===== config.mk =====
export PLATFORM = sky130hd
export DESIGN_NAME = fetch_pc_top
export DESIGN_NICKNAME = d
export VERILOG_FILES = /design/src/logic/fetch_pc_pkg.sv /design/src/logic/predecode_if.sv /design/src/logic/packet_predecode.sv /design/src/logic/branch_history_table.sv /design/src/logic/jump_target_unit.sv /design/src/logic/pc_control.sv /design/src/logic/fetch_pc_top.sv
export SDC_FILE = /design/constraint.sdc
export NUM_CORES = 1
export LEC_CHECK = 0
export BUFFER_PORTS_ARGS = -buffer_cell sky130_fd_sc_hd__buf_4
export CORE_AREA = 2 2 181 183
export CTS_CLUSTER_SIZE = 20
export DETAILED_ROUTE_END_ITERATION = 8
export DIE_AREA = 0 0 183 185
export PLACE_DENSITY_LB_ADDON = 0.05
export SYNTH_ARGS = -nofsm -noshare
export SYNTH_HDL_FRONTEND = slang
export SYNTH_SLANG_ARGS = --single-unit

===== constraint.sdc =====
create_clock -name clk -period 10.92 [get_ports clk]
set_input_delay 2.184 -clock clk [delete_from_list [all_inputs] [get_ports clk]]
set_output_delay 2.184 -clock clk [all_outputs]
set_load 0.02 [all_outputs]

===== src/logic/fetch_pc_pkg.sv =====
`default_nettype none

package fetch_pc_pkg;

    localparam int XLEN  = 64;
    localparam int SLOTS = 4;  // 32-bit slots in one 16-byte fetch block

    // major opcode field, inst[6:2]
    localparam logic [4:0] OPC_JAL    = 5'b11011;
    localparam logic [4:0] OPC_JALR   = 5'b11001;
    localparam logic [4:0] OPC_BRANCH = 5'b11000;

    typedef enum logic [1:0] {
        CF_NONE   = 2'd0,
        CF_JAL    = 2'd1,
        CF_JALR   = 2'd2,
        CF_BRANCH = 2'd3
    } slot_kind_e;

    typedef logic [1:0] ctr_t;

    localparam ctr_t CTR_RESET = 2'b01;  // weakly not taken

endpackage

`default_nettype wire


===== src/logic/predecode_if.sv =====
`timescale 1ns/1ns
`default_nettype none

interface predecode_if import fetch_pc_pkg::*; ();

    logic            cf_valid;    // a control-flow slot was found at or after the pc
    slot_kind_e      cf_kind;
    logic [1:0]      cf_slot;
    logic [XLEN-1:0] cf_imm;      // byte offset, already sign extended
    logic [4:0]      cf_rs1;
    logic [1:0]      start_slot;

    modport src (
        output cf_valid, cf_kind, cf_slot, cf_imm, cf_rs1, start_slot
    );

    modport ctl (
        input cf_valid, cf_kind, cf_slot, start_slot
    );

    modport tgt (
        input cf_kind, cf_imm
    );

endinterface

`default_nettype wire


===== src/logic/packet_predecode.sv =====
`timescale 1ns/1ns
`default_nettype none

module packet_predecode
    import fetch_pc_pkg::*;
(
    input  logic [1:0]          i_pc_slot,
    input  logic [32*SLOTS-1:0] i_inst_packet,
    predecode_if.src            pd,
    output logic                o_jreg_ena,
    output logic [4:0]          o_jreg_addr
);

    logic [31:0] slot_inst [SLOTS];
    slot_kind_e  slot_kind [SLOTS];
    logic [31:0] sel_inst;

    function automatic slot_kind_e classify(input logic [31:0] inst);
        slot_kind_e kind;
        kind = CF_NONE;
        if (inst[1:0] == 2'b11) begin  // 16-bit encodings never match
            case (inst[6:2])
                OPC_JAL:    kind = CF_JAL;
                OPC_JALR:   kind = CF_JALR;
                OPC_BRANCH: kind = CF_BRANCH;
                default:    kind = CF_NONE;
            endcase
        end
        return kind;
    endfunction

    always_comb begin
        for (int s = 0; s < SLOTS; s++) begin
            slot_inst[s] = i_inst_packet[32*s +: 32];
            slot_kind[s] = classify(slot_inst[s]);
        end
    end

    // scanning from the top down leaves the lowest eligible slot selected
    always_comb begin
        pd.cf_valid = 1'b0;
        pd.cf_slot  = 2'd0;
        for (int s = SLOTS - 1; s >= 0; s--) begin
            if (s >= int'(i_pc_slot) && slot_kind[s] != CF_NONE) begin
                pd.cf_valid = 1'b1;
                pd.cf_slot  = 2'(s);
            end
        end
    end

    assign pd.start_slot = i_pc_slot;
    assign sel_inst      = slot_inst[pd.cf_slot];
    assign pd.cf_kind    = pd.cf_valid ? slot_kind[pd.cf_slot] : CF_NONE;
    assign pd.cf_rs1     = sel_inst[19:15];

    always_comb begin
        case (pd.cf_kind)
            CF_JAL: begin
                pd.cf_imm = {{(XLEN-20){sel_inst[31]}}, sel_inst[19:12],
                             sel_inst[20], sel_inst[30:21], 1'b0};
            end
            CF_BRANCH: begin
                pd.cf_imm = {{(XLEN-12){sel_inst[31]}}, sel_inst[7],
                             sel_inst[30:25], sel_inst[11:8], 1'b0};
            end
            CF_JALR: pd.cf_imm = {{(XLEN-12){sel_inst[31]}}, sel_inst[31:20]};
            default: pd.cf_imm = '0;
        endcase
    end

    assign o_jreg_ena  = (pd.cf_kind == CF_JALR);
    assign o_jreg_addr = o_jreg_ena ? pd.cf_rs1 : 5'd0;  // register file sees x0 when idle

endmodule

`default_nettype wire


===== src/logic/branch_history_table.sv =====
`timescale 1ns/1ns
`default_nettype none

module branch_history_table
    import fetch_pc_pkg::*;
#(
    parameter int PHT_DEPTH = 16
)
(
    input  logic                         clk,
    input  logic                         i_rst,
    input  logic [$clog2(PHT_DEPTH)-1:0] i_rd_index,
    output logic                         o_rd_taken,
    input  logic                         i_upd_valid,
    input  logic [$clog2(PHT_DEPTH)-1:0] i_upd_index,
    input  logic                         i_upd_taken
);

    ctr_t ctr [PHT_DEPTH];
    ctr_t upd_ctr;

    assign upd_ctr = ctr[i_upd_index];

    always_ff @(posedge clk) begin
        if (i_rst) begin
            for (int e = 0; e < PHT_DEPTH; e++) begin
                ctr[e] <= CTR_RESET;
            end
        end else if (i_upd_valid) begin
            if (i_upd_taken && upd_ctr != 2'b11) begin
                ctr[i_upd_index] <= upd_ctr + 2'd1;
            end else if (!i_upd_taken && upd_ctr != 2'b00) begin
                ctr[i_upd_index] <= upd_ctr - 2'd1;  // saturates at strongly not taken
            end
        end
    end

    // read is combinational, so an update only shows on the following cycle
    assign o_rd_taken = (ctr[i_rd_index] >= 2'd2);

endmodule

`default_nettype wire


===== src/logic/jump_target_unit.sv =====
`timescale 1ns/1ns
`default_nettype none

module jump_target_unit
    import fetch_pc_pkg::*;
(
    input  logic [XLEN-1:0] i_slot_pc,
    input  logic [XLEN-1:0] i_jreg_data,
    predecode_if.tgt        tg,
    output logic [XLEN-1:0] o_target
);

    logic            is_jalr;
    logic [XLEN-1:0] base;
    logic [XLEN-1:0] sum;

    assign is_jalr = (tg.cf_kind == CF_JALR);

    // jal and branches are pc relative, jalr is register relative
    assign base = is_jalr ? i_jreg_data : i_slot_pc;
    assign sum  = base + tg.cf_imm;

    always_comb begin
        if (is_jalr) begin
            o_target = {sum[XLEN-1:1], 1'b0};  // jalr drops the low bit of the sum
        end else begin
            o_target = sum;
        end
    end

endmodule

`default_nettype wire


===== src/logic/pc_control.sv =====
`timescale 1ns/1ns
`default_nettype none

module pc_control
    import fetch_pc_pkg::*;
#(
    parameter logic [XLEN-1:0] RESET_PC  = 64'h8000_0000,
    parameter int              PHT_DEPTH = 16
)
(
    input  logic                         clk,
    input  logic                         i_rst,
    input  logic                         i_fetch_stall,
    input  logic                         i_dec1_redirect,
    input  logic [XLEN-1:0]              i_dec1_pc,
    input  logic                         i_dec2_redirect,
    input  logic [XLEN-1:0]              i_dec2_pc,
    input  logic                         i_trap,
    input  logic [XLEN-1:0]              i_trap_pc,
    predecode_if.ctl                     pd,
    input  logic                         i_bht_taken,
    input  logic [XLEN-1:0]              i_target,
    output logic [$clog2(PHT_DEPTH)-1:0] o_bht_index,
    output logic [XLEN-1:0]              o_slot_pc,
    output logic [XLEN-1:0]              o_pc,
    output logic [2:0]                   o_pc_count,
    output logic                         o_pc_ready
);

    localparam int IDX_W = $clog2(PHT_DEPTH);

    logic [XLEN-1:0] block_base;
    logic            take_jump;
    logic [2:0]      count_next;
    logic            redir_valid;
    logic [XLEN-1:0] redir_pc;
    logic            pend_valid;
    logic [XLEN-1:0] pend_pc;
    logic [XLEN-1:0] pc_next;

    assign block_base  = {o_pc[XLEN-1:4], 4'b0000};
    assign o_slot_pc   = {o_pc[XLEN-1:4], pd.cf_slot, 2'b00};
    assign o_bht_index = o_slot_pc[IDX_W+1:2];

    // jal and jalr always jump, a branch only when its counter says taken
    assign take_jump = pd.cf_valid && (pd.cf_kind != CF_BRANCH || i_bht_taken);

    assign count_next = take_jump ? ({1'b0, pd.cf_slot} - {1'b0, pd.start_slot} + 3'd1)
                                  : (3'd4 - {1'b0, pd.start_slot});

    assign redir_valid = i_dec1_redirect || i_dec2_redirect || i_trap;

    always_comb begin
        if (i_dec1_redirect) begin
            redir_pc = i_dec1_pc;
        end else if (i_dec2_redirect) begin
            redir_pc = i_dec2_pc;
        end else begin
            redir_pc = i_trap_pc;
        end
    end

    always_comb begin
        if (redir_valid) begin
            pc_next = redir_pc;
        end else if (pend_valid) begin
            pc_next = pend_pc;  // redirect that came in while stalled
        end else if (take_jump) begin
            pc_next = i_target;
        end else begin
            pc_next = block_base + XLEN'(16);
        end
    end

    always_ff @(posedge clk) begin
        if (i_rst) begin
            o_pc       <= RESET_PC;
            o_pc_count <= 3'd4;
        end else if (!i_fetch_stall) begin
            o_pc       <= pc_next;
            o_pc_count <= count_next;
        end
    end

    // newest redirect of a stall wins, cleared on the first free edge
    always_ff @(posedge clk) begin
        if (i_rst) begin
            pend_valid <= 1'b0;
        end else if (!i_fetch_stall) begin
            pend_valid <= 1'b0;
        end else if (redir_valid) begin
            pend_valid <= 1'b1;
        end
    end

    always_ff @(posedge clk) begin
        if (i_fetch_stall && redir_valid) begin
            pend_pc <= redir_pc;
        end
    end

    assign o_pc_ready = !i_rst;

endmodule

`default_nettype wire


===== src/logic/fetch_pc_top.sv =====
`timescale 1ns/1ns
`default_nettype none

module fetch_pc_top
    import fetch_pc_pkg::*;
#(
    parameter logic [XLEN-1:0] RESET_PC  = 64'h8000_0000,
    parameter int              PHT_DEPTH = 16
)
(
    input  logic                         clk,
    input  logic                         i_rst,
    input  logic [32*SLOTS-1:0]          i_inst_packet,
    output logic                         o_jreg_ena,
    output logic [4:0]                   o_jreg_addr,
    input  logic [XLEN-1:0]              i_jreg_data,
    input  logic                         i_dec1_redirect,
    input  logic [XLEN-1:0]              i_dec1_pc,
    input  logic                         i_dec2_redirect,
    input  logic [XLEN-1:0]              i_dec2_pc,
    input  logic                         i_trap,
    input  logic [XLEN-1:0]              i_trap_pc,
    input  logic                         i_bru_valid,
    input  logic [$clog2(PHT_DEPTH)-1:0] i_bru_index,
    input  logic                         i_bru_taken,
    input  logic                         i_fetch_stall,
    output logic [XLEN-1:0]              o_pc,
    output logic [2:0]                   o_pc_count,
    output logic                         o_pc_ready
);

    logic [$clog2(PHT_DEPTH)-1:0] bht_index;
    logic                         bht_taken;
    logic [XLEN-1:0]              slot_pc;
    logic [XLEN-1:0]              target;

    predecode_if pd_bus ();

    packet_predecode u_predecode (
        .i_pc_slot     (o_pc[3:2]),
        .i_inst_packet (i_inst_packet),
        .pd            (pd_bus),
        .o_jreg_ena    (o_jreg_ena),
        .o_jreg_addr   (o_jreg_addr)
    );

    branch_history_table #(
        .PHT_DEPTH (PHT_DEPTH)
    ) u_bht (
        .clk         (clk),
        .i_rst       (i_rst),
        .i_rd_index  (bht_index),
        .o_rd_taken  (bht_taken),
        .i_upd_valid (i_bru_valid),
        .i_upd_index (i_bru_index),
        .i_upd_taken (i_bru_taken)
    );

    jump_target_unit u_target (
        .i_slot_pc   (slot_pc),
        .i_jreg_data (i_jreg_data),
        .tg          (pd_bus),
        .o_target    (target)
    );

    pc_control #(
        .RESET_PC  (RESET_PC),
        .PHT_DEPTH (PHT_DEPTH)
    ) u_pc_control (
        .clk             (clk),
        .i_rst           (i_rst),
        .i_fetch_stall   (i_fetch_stall),
        .i_dec1_redirect (i_dec1_redirect),
        .i_dec1_pc       (i_dec1_pc),
        .i_dec2_redirect (i_dec2_redirect),
        .i_dec2_pc       (i_dec2_pc),
        .i_trap          (i_trap),
        .i_trap_pc       (i_trap_pc),
        .pd              (pd_bus),
        .i_bht_taken     (bht_taken),
        .i_target        (target),
        .o_bht_index     (bht_index),
        .o_slot_pc       (slot_pc),
        .o_pc            (o_pc),
        .o_pc_count      (o_pc_count),
        .o_pc_ready      (o_pc_ready)
    );

endmodule

`default_nettype wire


==> out/qor.csv <==
metric,value,unit
Compound-Gate Fraction of Synth Area,24.6,%
"EDFF count, synth",96,
VDD IR max,0.000113,V
crit path kind,input port to flip-flop,
cell count after placement,2888,
Critical Path AT,8530,ps
HP Start,u_pc_control.o_pc[0],
Die W,183,um
cells along the critical path,buf_4 -> nand4_1 -> nor4_2 -> nor2_1 -> o21ai_4 -> clkinv_1 -> nand2_1 -> and3_1 -> a31oi_1 -> a32o_1 -> fa_1 -> a21o_1 -> a311oi_1 -> nor4_1 -> a211oi_1 -> nor4_1 -> o31ai_1 -> a21boi_0 -> or3_1 -> a31oi_1 -> o21ai_0,
CTS root buffer,clkbuf_16,
Final WS setup,2690,ps
Worst Hold Class,flip-flop to flip-flop,
Cell Pwr Density,95.2,nW/um^2
GR Overflow Total,0,
worst setup skew after layout,16.9,ps
die height,185,um
GP Congestion,0.989,
share of the synthesized area in the top cell type,18.1,%
Synth Cell Area,16000,um^2
max-slew violations,0,
CTS H-Tree Depth,4,
antenna-violating nets left,0,
drt drc,0,
port buffer count,469,
largest net degree at the start of global routing,77,
clock-pin slew on the worst setup and hold paths,80,ps
reg2reg start,u_pc_control.o_pc[2],
Synth Area in Simple Gates,25.2,%
post-synth cell types,96,
P&R area growth vs syn,26.8,%
Vias,18200,
post-CTS sizing,0,
"Req. time, crit path",11220,ps
Die Area,33900,um^2
Mapped Nets,2586,
final period demand of the worst path,8230,ps
"Hold Vio Cnt, Final",0,
slew margin rel.,27.1,%
initial antenna violation count,1,
number of cells produced by synthesis,2119,
r2r setup slk,3960,ps
Bufs on Longest Clock Path,2,
Leak Pwr,9.06,nW
FF-to-FF path depth,20,
row cnt,66,
via/cell ratio,6.24,
"Avg Cell Area, Syn",7.53,um^2
status,finished clean,
dominant synthesized flop cell,edfxtp_1,
HPWL Detailed,51000,um
fraction of registers with async set/reset,0,%
WL final,65900,um
Worst setup EP type,flip-flop,
RSZ-0062 raised after global routing,false,
Max Freq,121,MHz
Fillers,2904,
"Max FO, Critical Path",35,
# diodes,0,
Skew-Pair Late Insertion Delay,450,ps
hold depth,2,
TNS Setup,0,ps
Reg area,4250,um^2
slowest CP cell,clkinv_1,
Worst setup SP type,input port,
CTS Sinks,164,
Non-Filler Instances,2920,
end of the worst hold path,u_pc_control.o_pc[0],
TritonCTS clock tree,built,
Synth Area in Adders,5.62,%
placed cell areas,19700,um^2
post-route cell area,20200,um^2
maxcap violations,0,
"slowest stage delay, CP",840,ps
part of the cycle the worst path needs,75.4,%
Top-Level Pins,470,
"top cells by area, synth","edfxtp_1 18%, nand2_1 11%, dfxtp_1 8.5%, o21ai_0 6.0%, ha_1 5.5%",
Synthesis Warnings,0,
largest family of logic cells by synthesized area,simple AND/OR/NAND/NOR gates,
Worst Tran Pin Value,1090,ps
Multi-input gate area,11000,um^2
number of global-route vias before repair,17100,
Synth area leader,edfxtp_1,
hold-fix buffers at CTS,0,
Layout Nets,2966,
Post-Synth XOR/XNOR Area,6.26,%
postcts setup bufs,0,
detailed-router iteration count before antenna repair,6,
Wirelength per Cell,22.6,um
total track usage,37.8,%
mux cell area share after synthesis,7.22,%
share of cells above drive strength 1,23.3,%
sequential element share of the synthesized area,26.6,%
first-pass GRT wire length,97900,um
core area,32000,um^2
Setup-failing EPs final,0,
Num CTS Buffers,17,
DRC marker count from the first detailed-route iteration,1875,
Initial Util,49.8,%
R2R Path End,u_pc_control.o_pc[36],
pre-CTS setup slack,2380,ps
Yosys reg bits,164,
-- worst max path at each step --
stage,depth (start not counted),start,end,slack [ps]
6_report,21,i_inst_packet[65],u_pc_control.o_pc[36],2690
2_1_floorplan,19,i_inst_packet[64],u_pc_control.o_pc[55],2340
5_1_grt,21,i_inst_packet[64],u_pc_control.o_pc[52],2260
3_3_place_gp,21,i_inst_packet[64],u_pc_control.o_pc[36],2720
3_5_place_dp,21,i_inst_packet[64],u_pc_control.o_pc[36],2380
4_1_cts,21,i_inst_packet[64],u_pc_control.o_pc[36],2840
-- cells in the final DEF, fill, tap and decap left out, drive strengths merged, types with 8 or more instances in the layout --
master,synthesis,final
clkinv,4,8
and3,29,29
dfxtp,68,68
o31a,9,9
nand4,40,40
clkbuf,94,18
o21bai,11,11
mux4,10,10
nor2b,17,17
nand3,63,63
ha,70,70
nand2b,14,14
a22oi,32,32
and4,9,9
xnor2,71,71
a221oi,12,12
a21o,37,37
o31ai,9,9
a211oi,25,25
mux2i,87,87
o21ai,199,199
o211ai,22,22
a21oi,125,125
a22o,9,9
nor3,44,44
buf,41,496
and2,14,14
xor2,43,43
or3,16,16
edfxtp,96,96
nor2,145,145
nand2,464,464
inv,39,46
nor4,13,13
a31oi,24,24
o21a,10,10
-- critical path: cells and delay by family --
kind            cells  cell delay, ps
compound gates     10            2870
fa+ha+maj           1             480
simple gates        8            2060
buf+inv             2             920
-- through the flow --
| stage | hold WS [ps] | util, % | power (mW) |
|---|---|---|---|
| 6_report | 474 | 63.1 | 1.93 |
| 5_1_grt | 485 | 63.1 | 1.99 |
| 4_1_cts | 469 | 63.1 | 1.92 |
| 3_5_place_dp | 453 | 61.4 | 1.34 |
| 3_3_place_gp | 443 | 61.4 | 1.33 |
| 2_1_floorplan | 427 | - | 1.07 |
-- layer usage --
metal	wire (um)	vias up	GRT usage, %
met5	0	-	0
met4	2460	0	15.5
met3	6230	153	7.00
met2	30900	1004	63.4
met1	26300	8570	48.0
li1	-	8480	-
-- state kept, by name, summed over array words and instances, names as in the netlist --
register	flops
u_pc_control.o_pc	64
u_pc_control.pend_pc	64
u_bht.ctr	32
u_pc_control.o_pc_count	3
u_pc_control.pend_valid	1
-- cell families (layout without fill, tap and decap cells) --
logic type                 count (synthesis)  after routing
muxes                                    102            102
xor gates and xnor gates                 114            114
adders and majority gates                 71             71
DFF                                      164            164
buffers and inverters                    178            571
AOI/OAI and AO/OA                        602            602
and+or+nand+nor                          888            888
-- layout make-up --
| cell class | count | area share, % |
|---|---|---|
| Multi-Input combinational cell | 1777 | 54.6 |
| Sequential cell | 164 | 21.0 |
| Timing Repair Buffer | 496 | 18.4 |
| Tap cell | 408 | 2.52 |
| Clock buffer | 18 | 2.12 |
| Inverter | 43 | 0.798 |
| Clock inverter | 14 | 0.588 |
-- Yosys cell counts (all sizes together) (10+ instances only) --
library cell and number:
a211oi 25, a21o 37, a21oi 125, a221oi 12
a22oi 32, a31oi 24, and2 14, and3 29
buf 41, clkbuf 94, dfxtp 68, edfxtp 96
ha 70, inv 39, mux2i 87, mux4 10
nand2 464, nand2b 14, nand3 63, nand4 40
nor2 145, nor2b 17, nor3 44, nor4 13
o211ai 22, o21a 10, o21ai 199, o21bai 11
or3 16, xnor2 71, xor2 43
-- where the power goes --
group | switching (mW) | internal, mW
clock network | 0.293 | 0.298
registers | 0.0486 | 0.707
logic | 0.328 | 0.253
No activity file was read; power rests on OpenSTA's default activity.
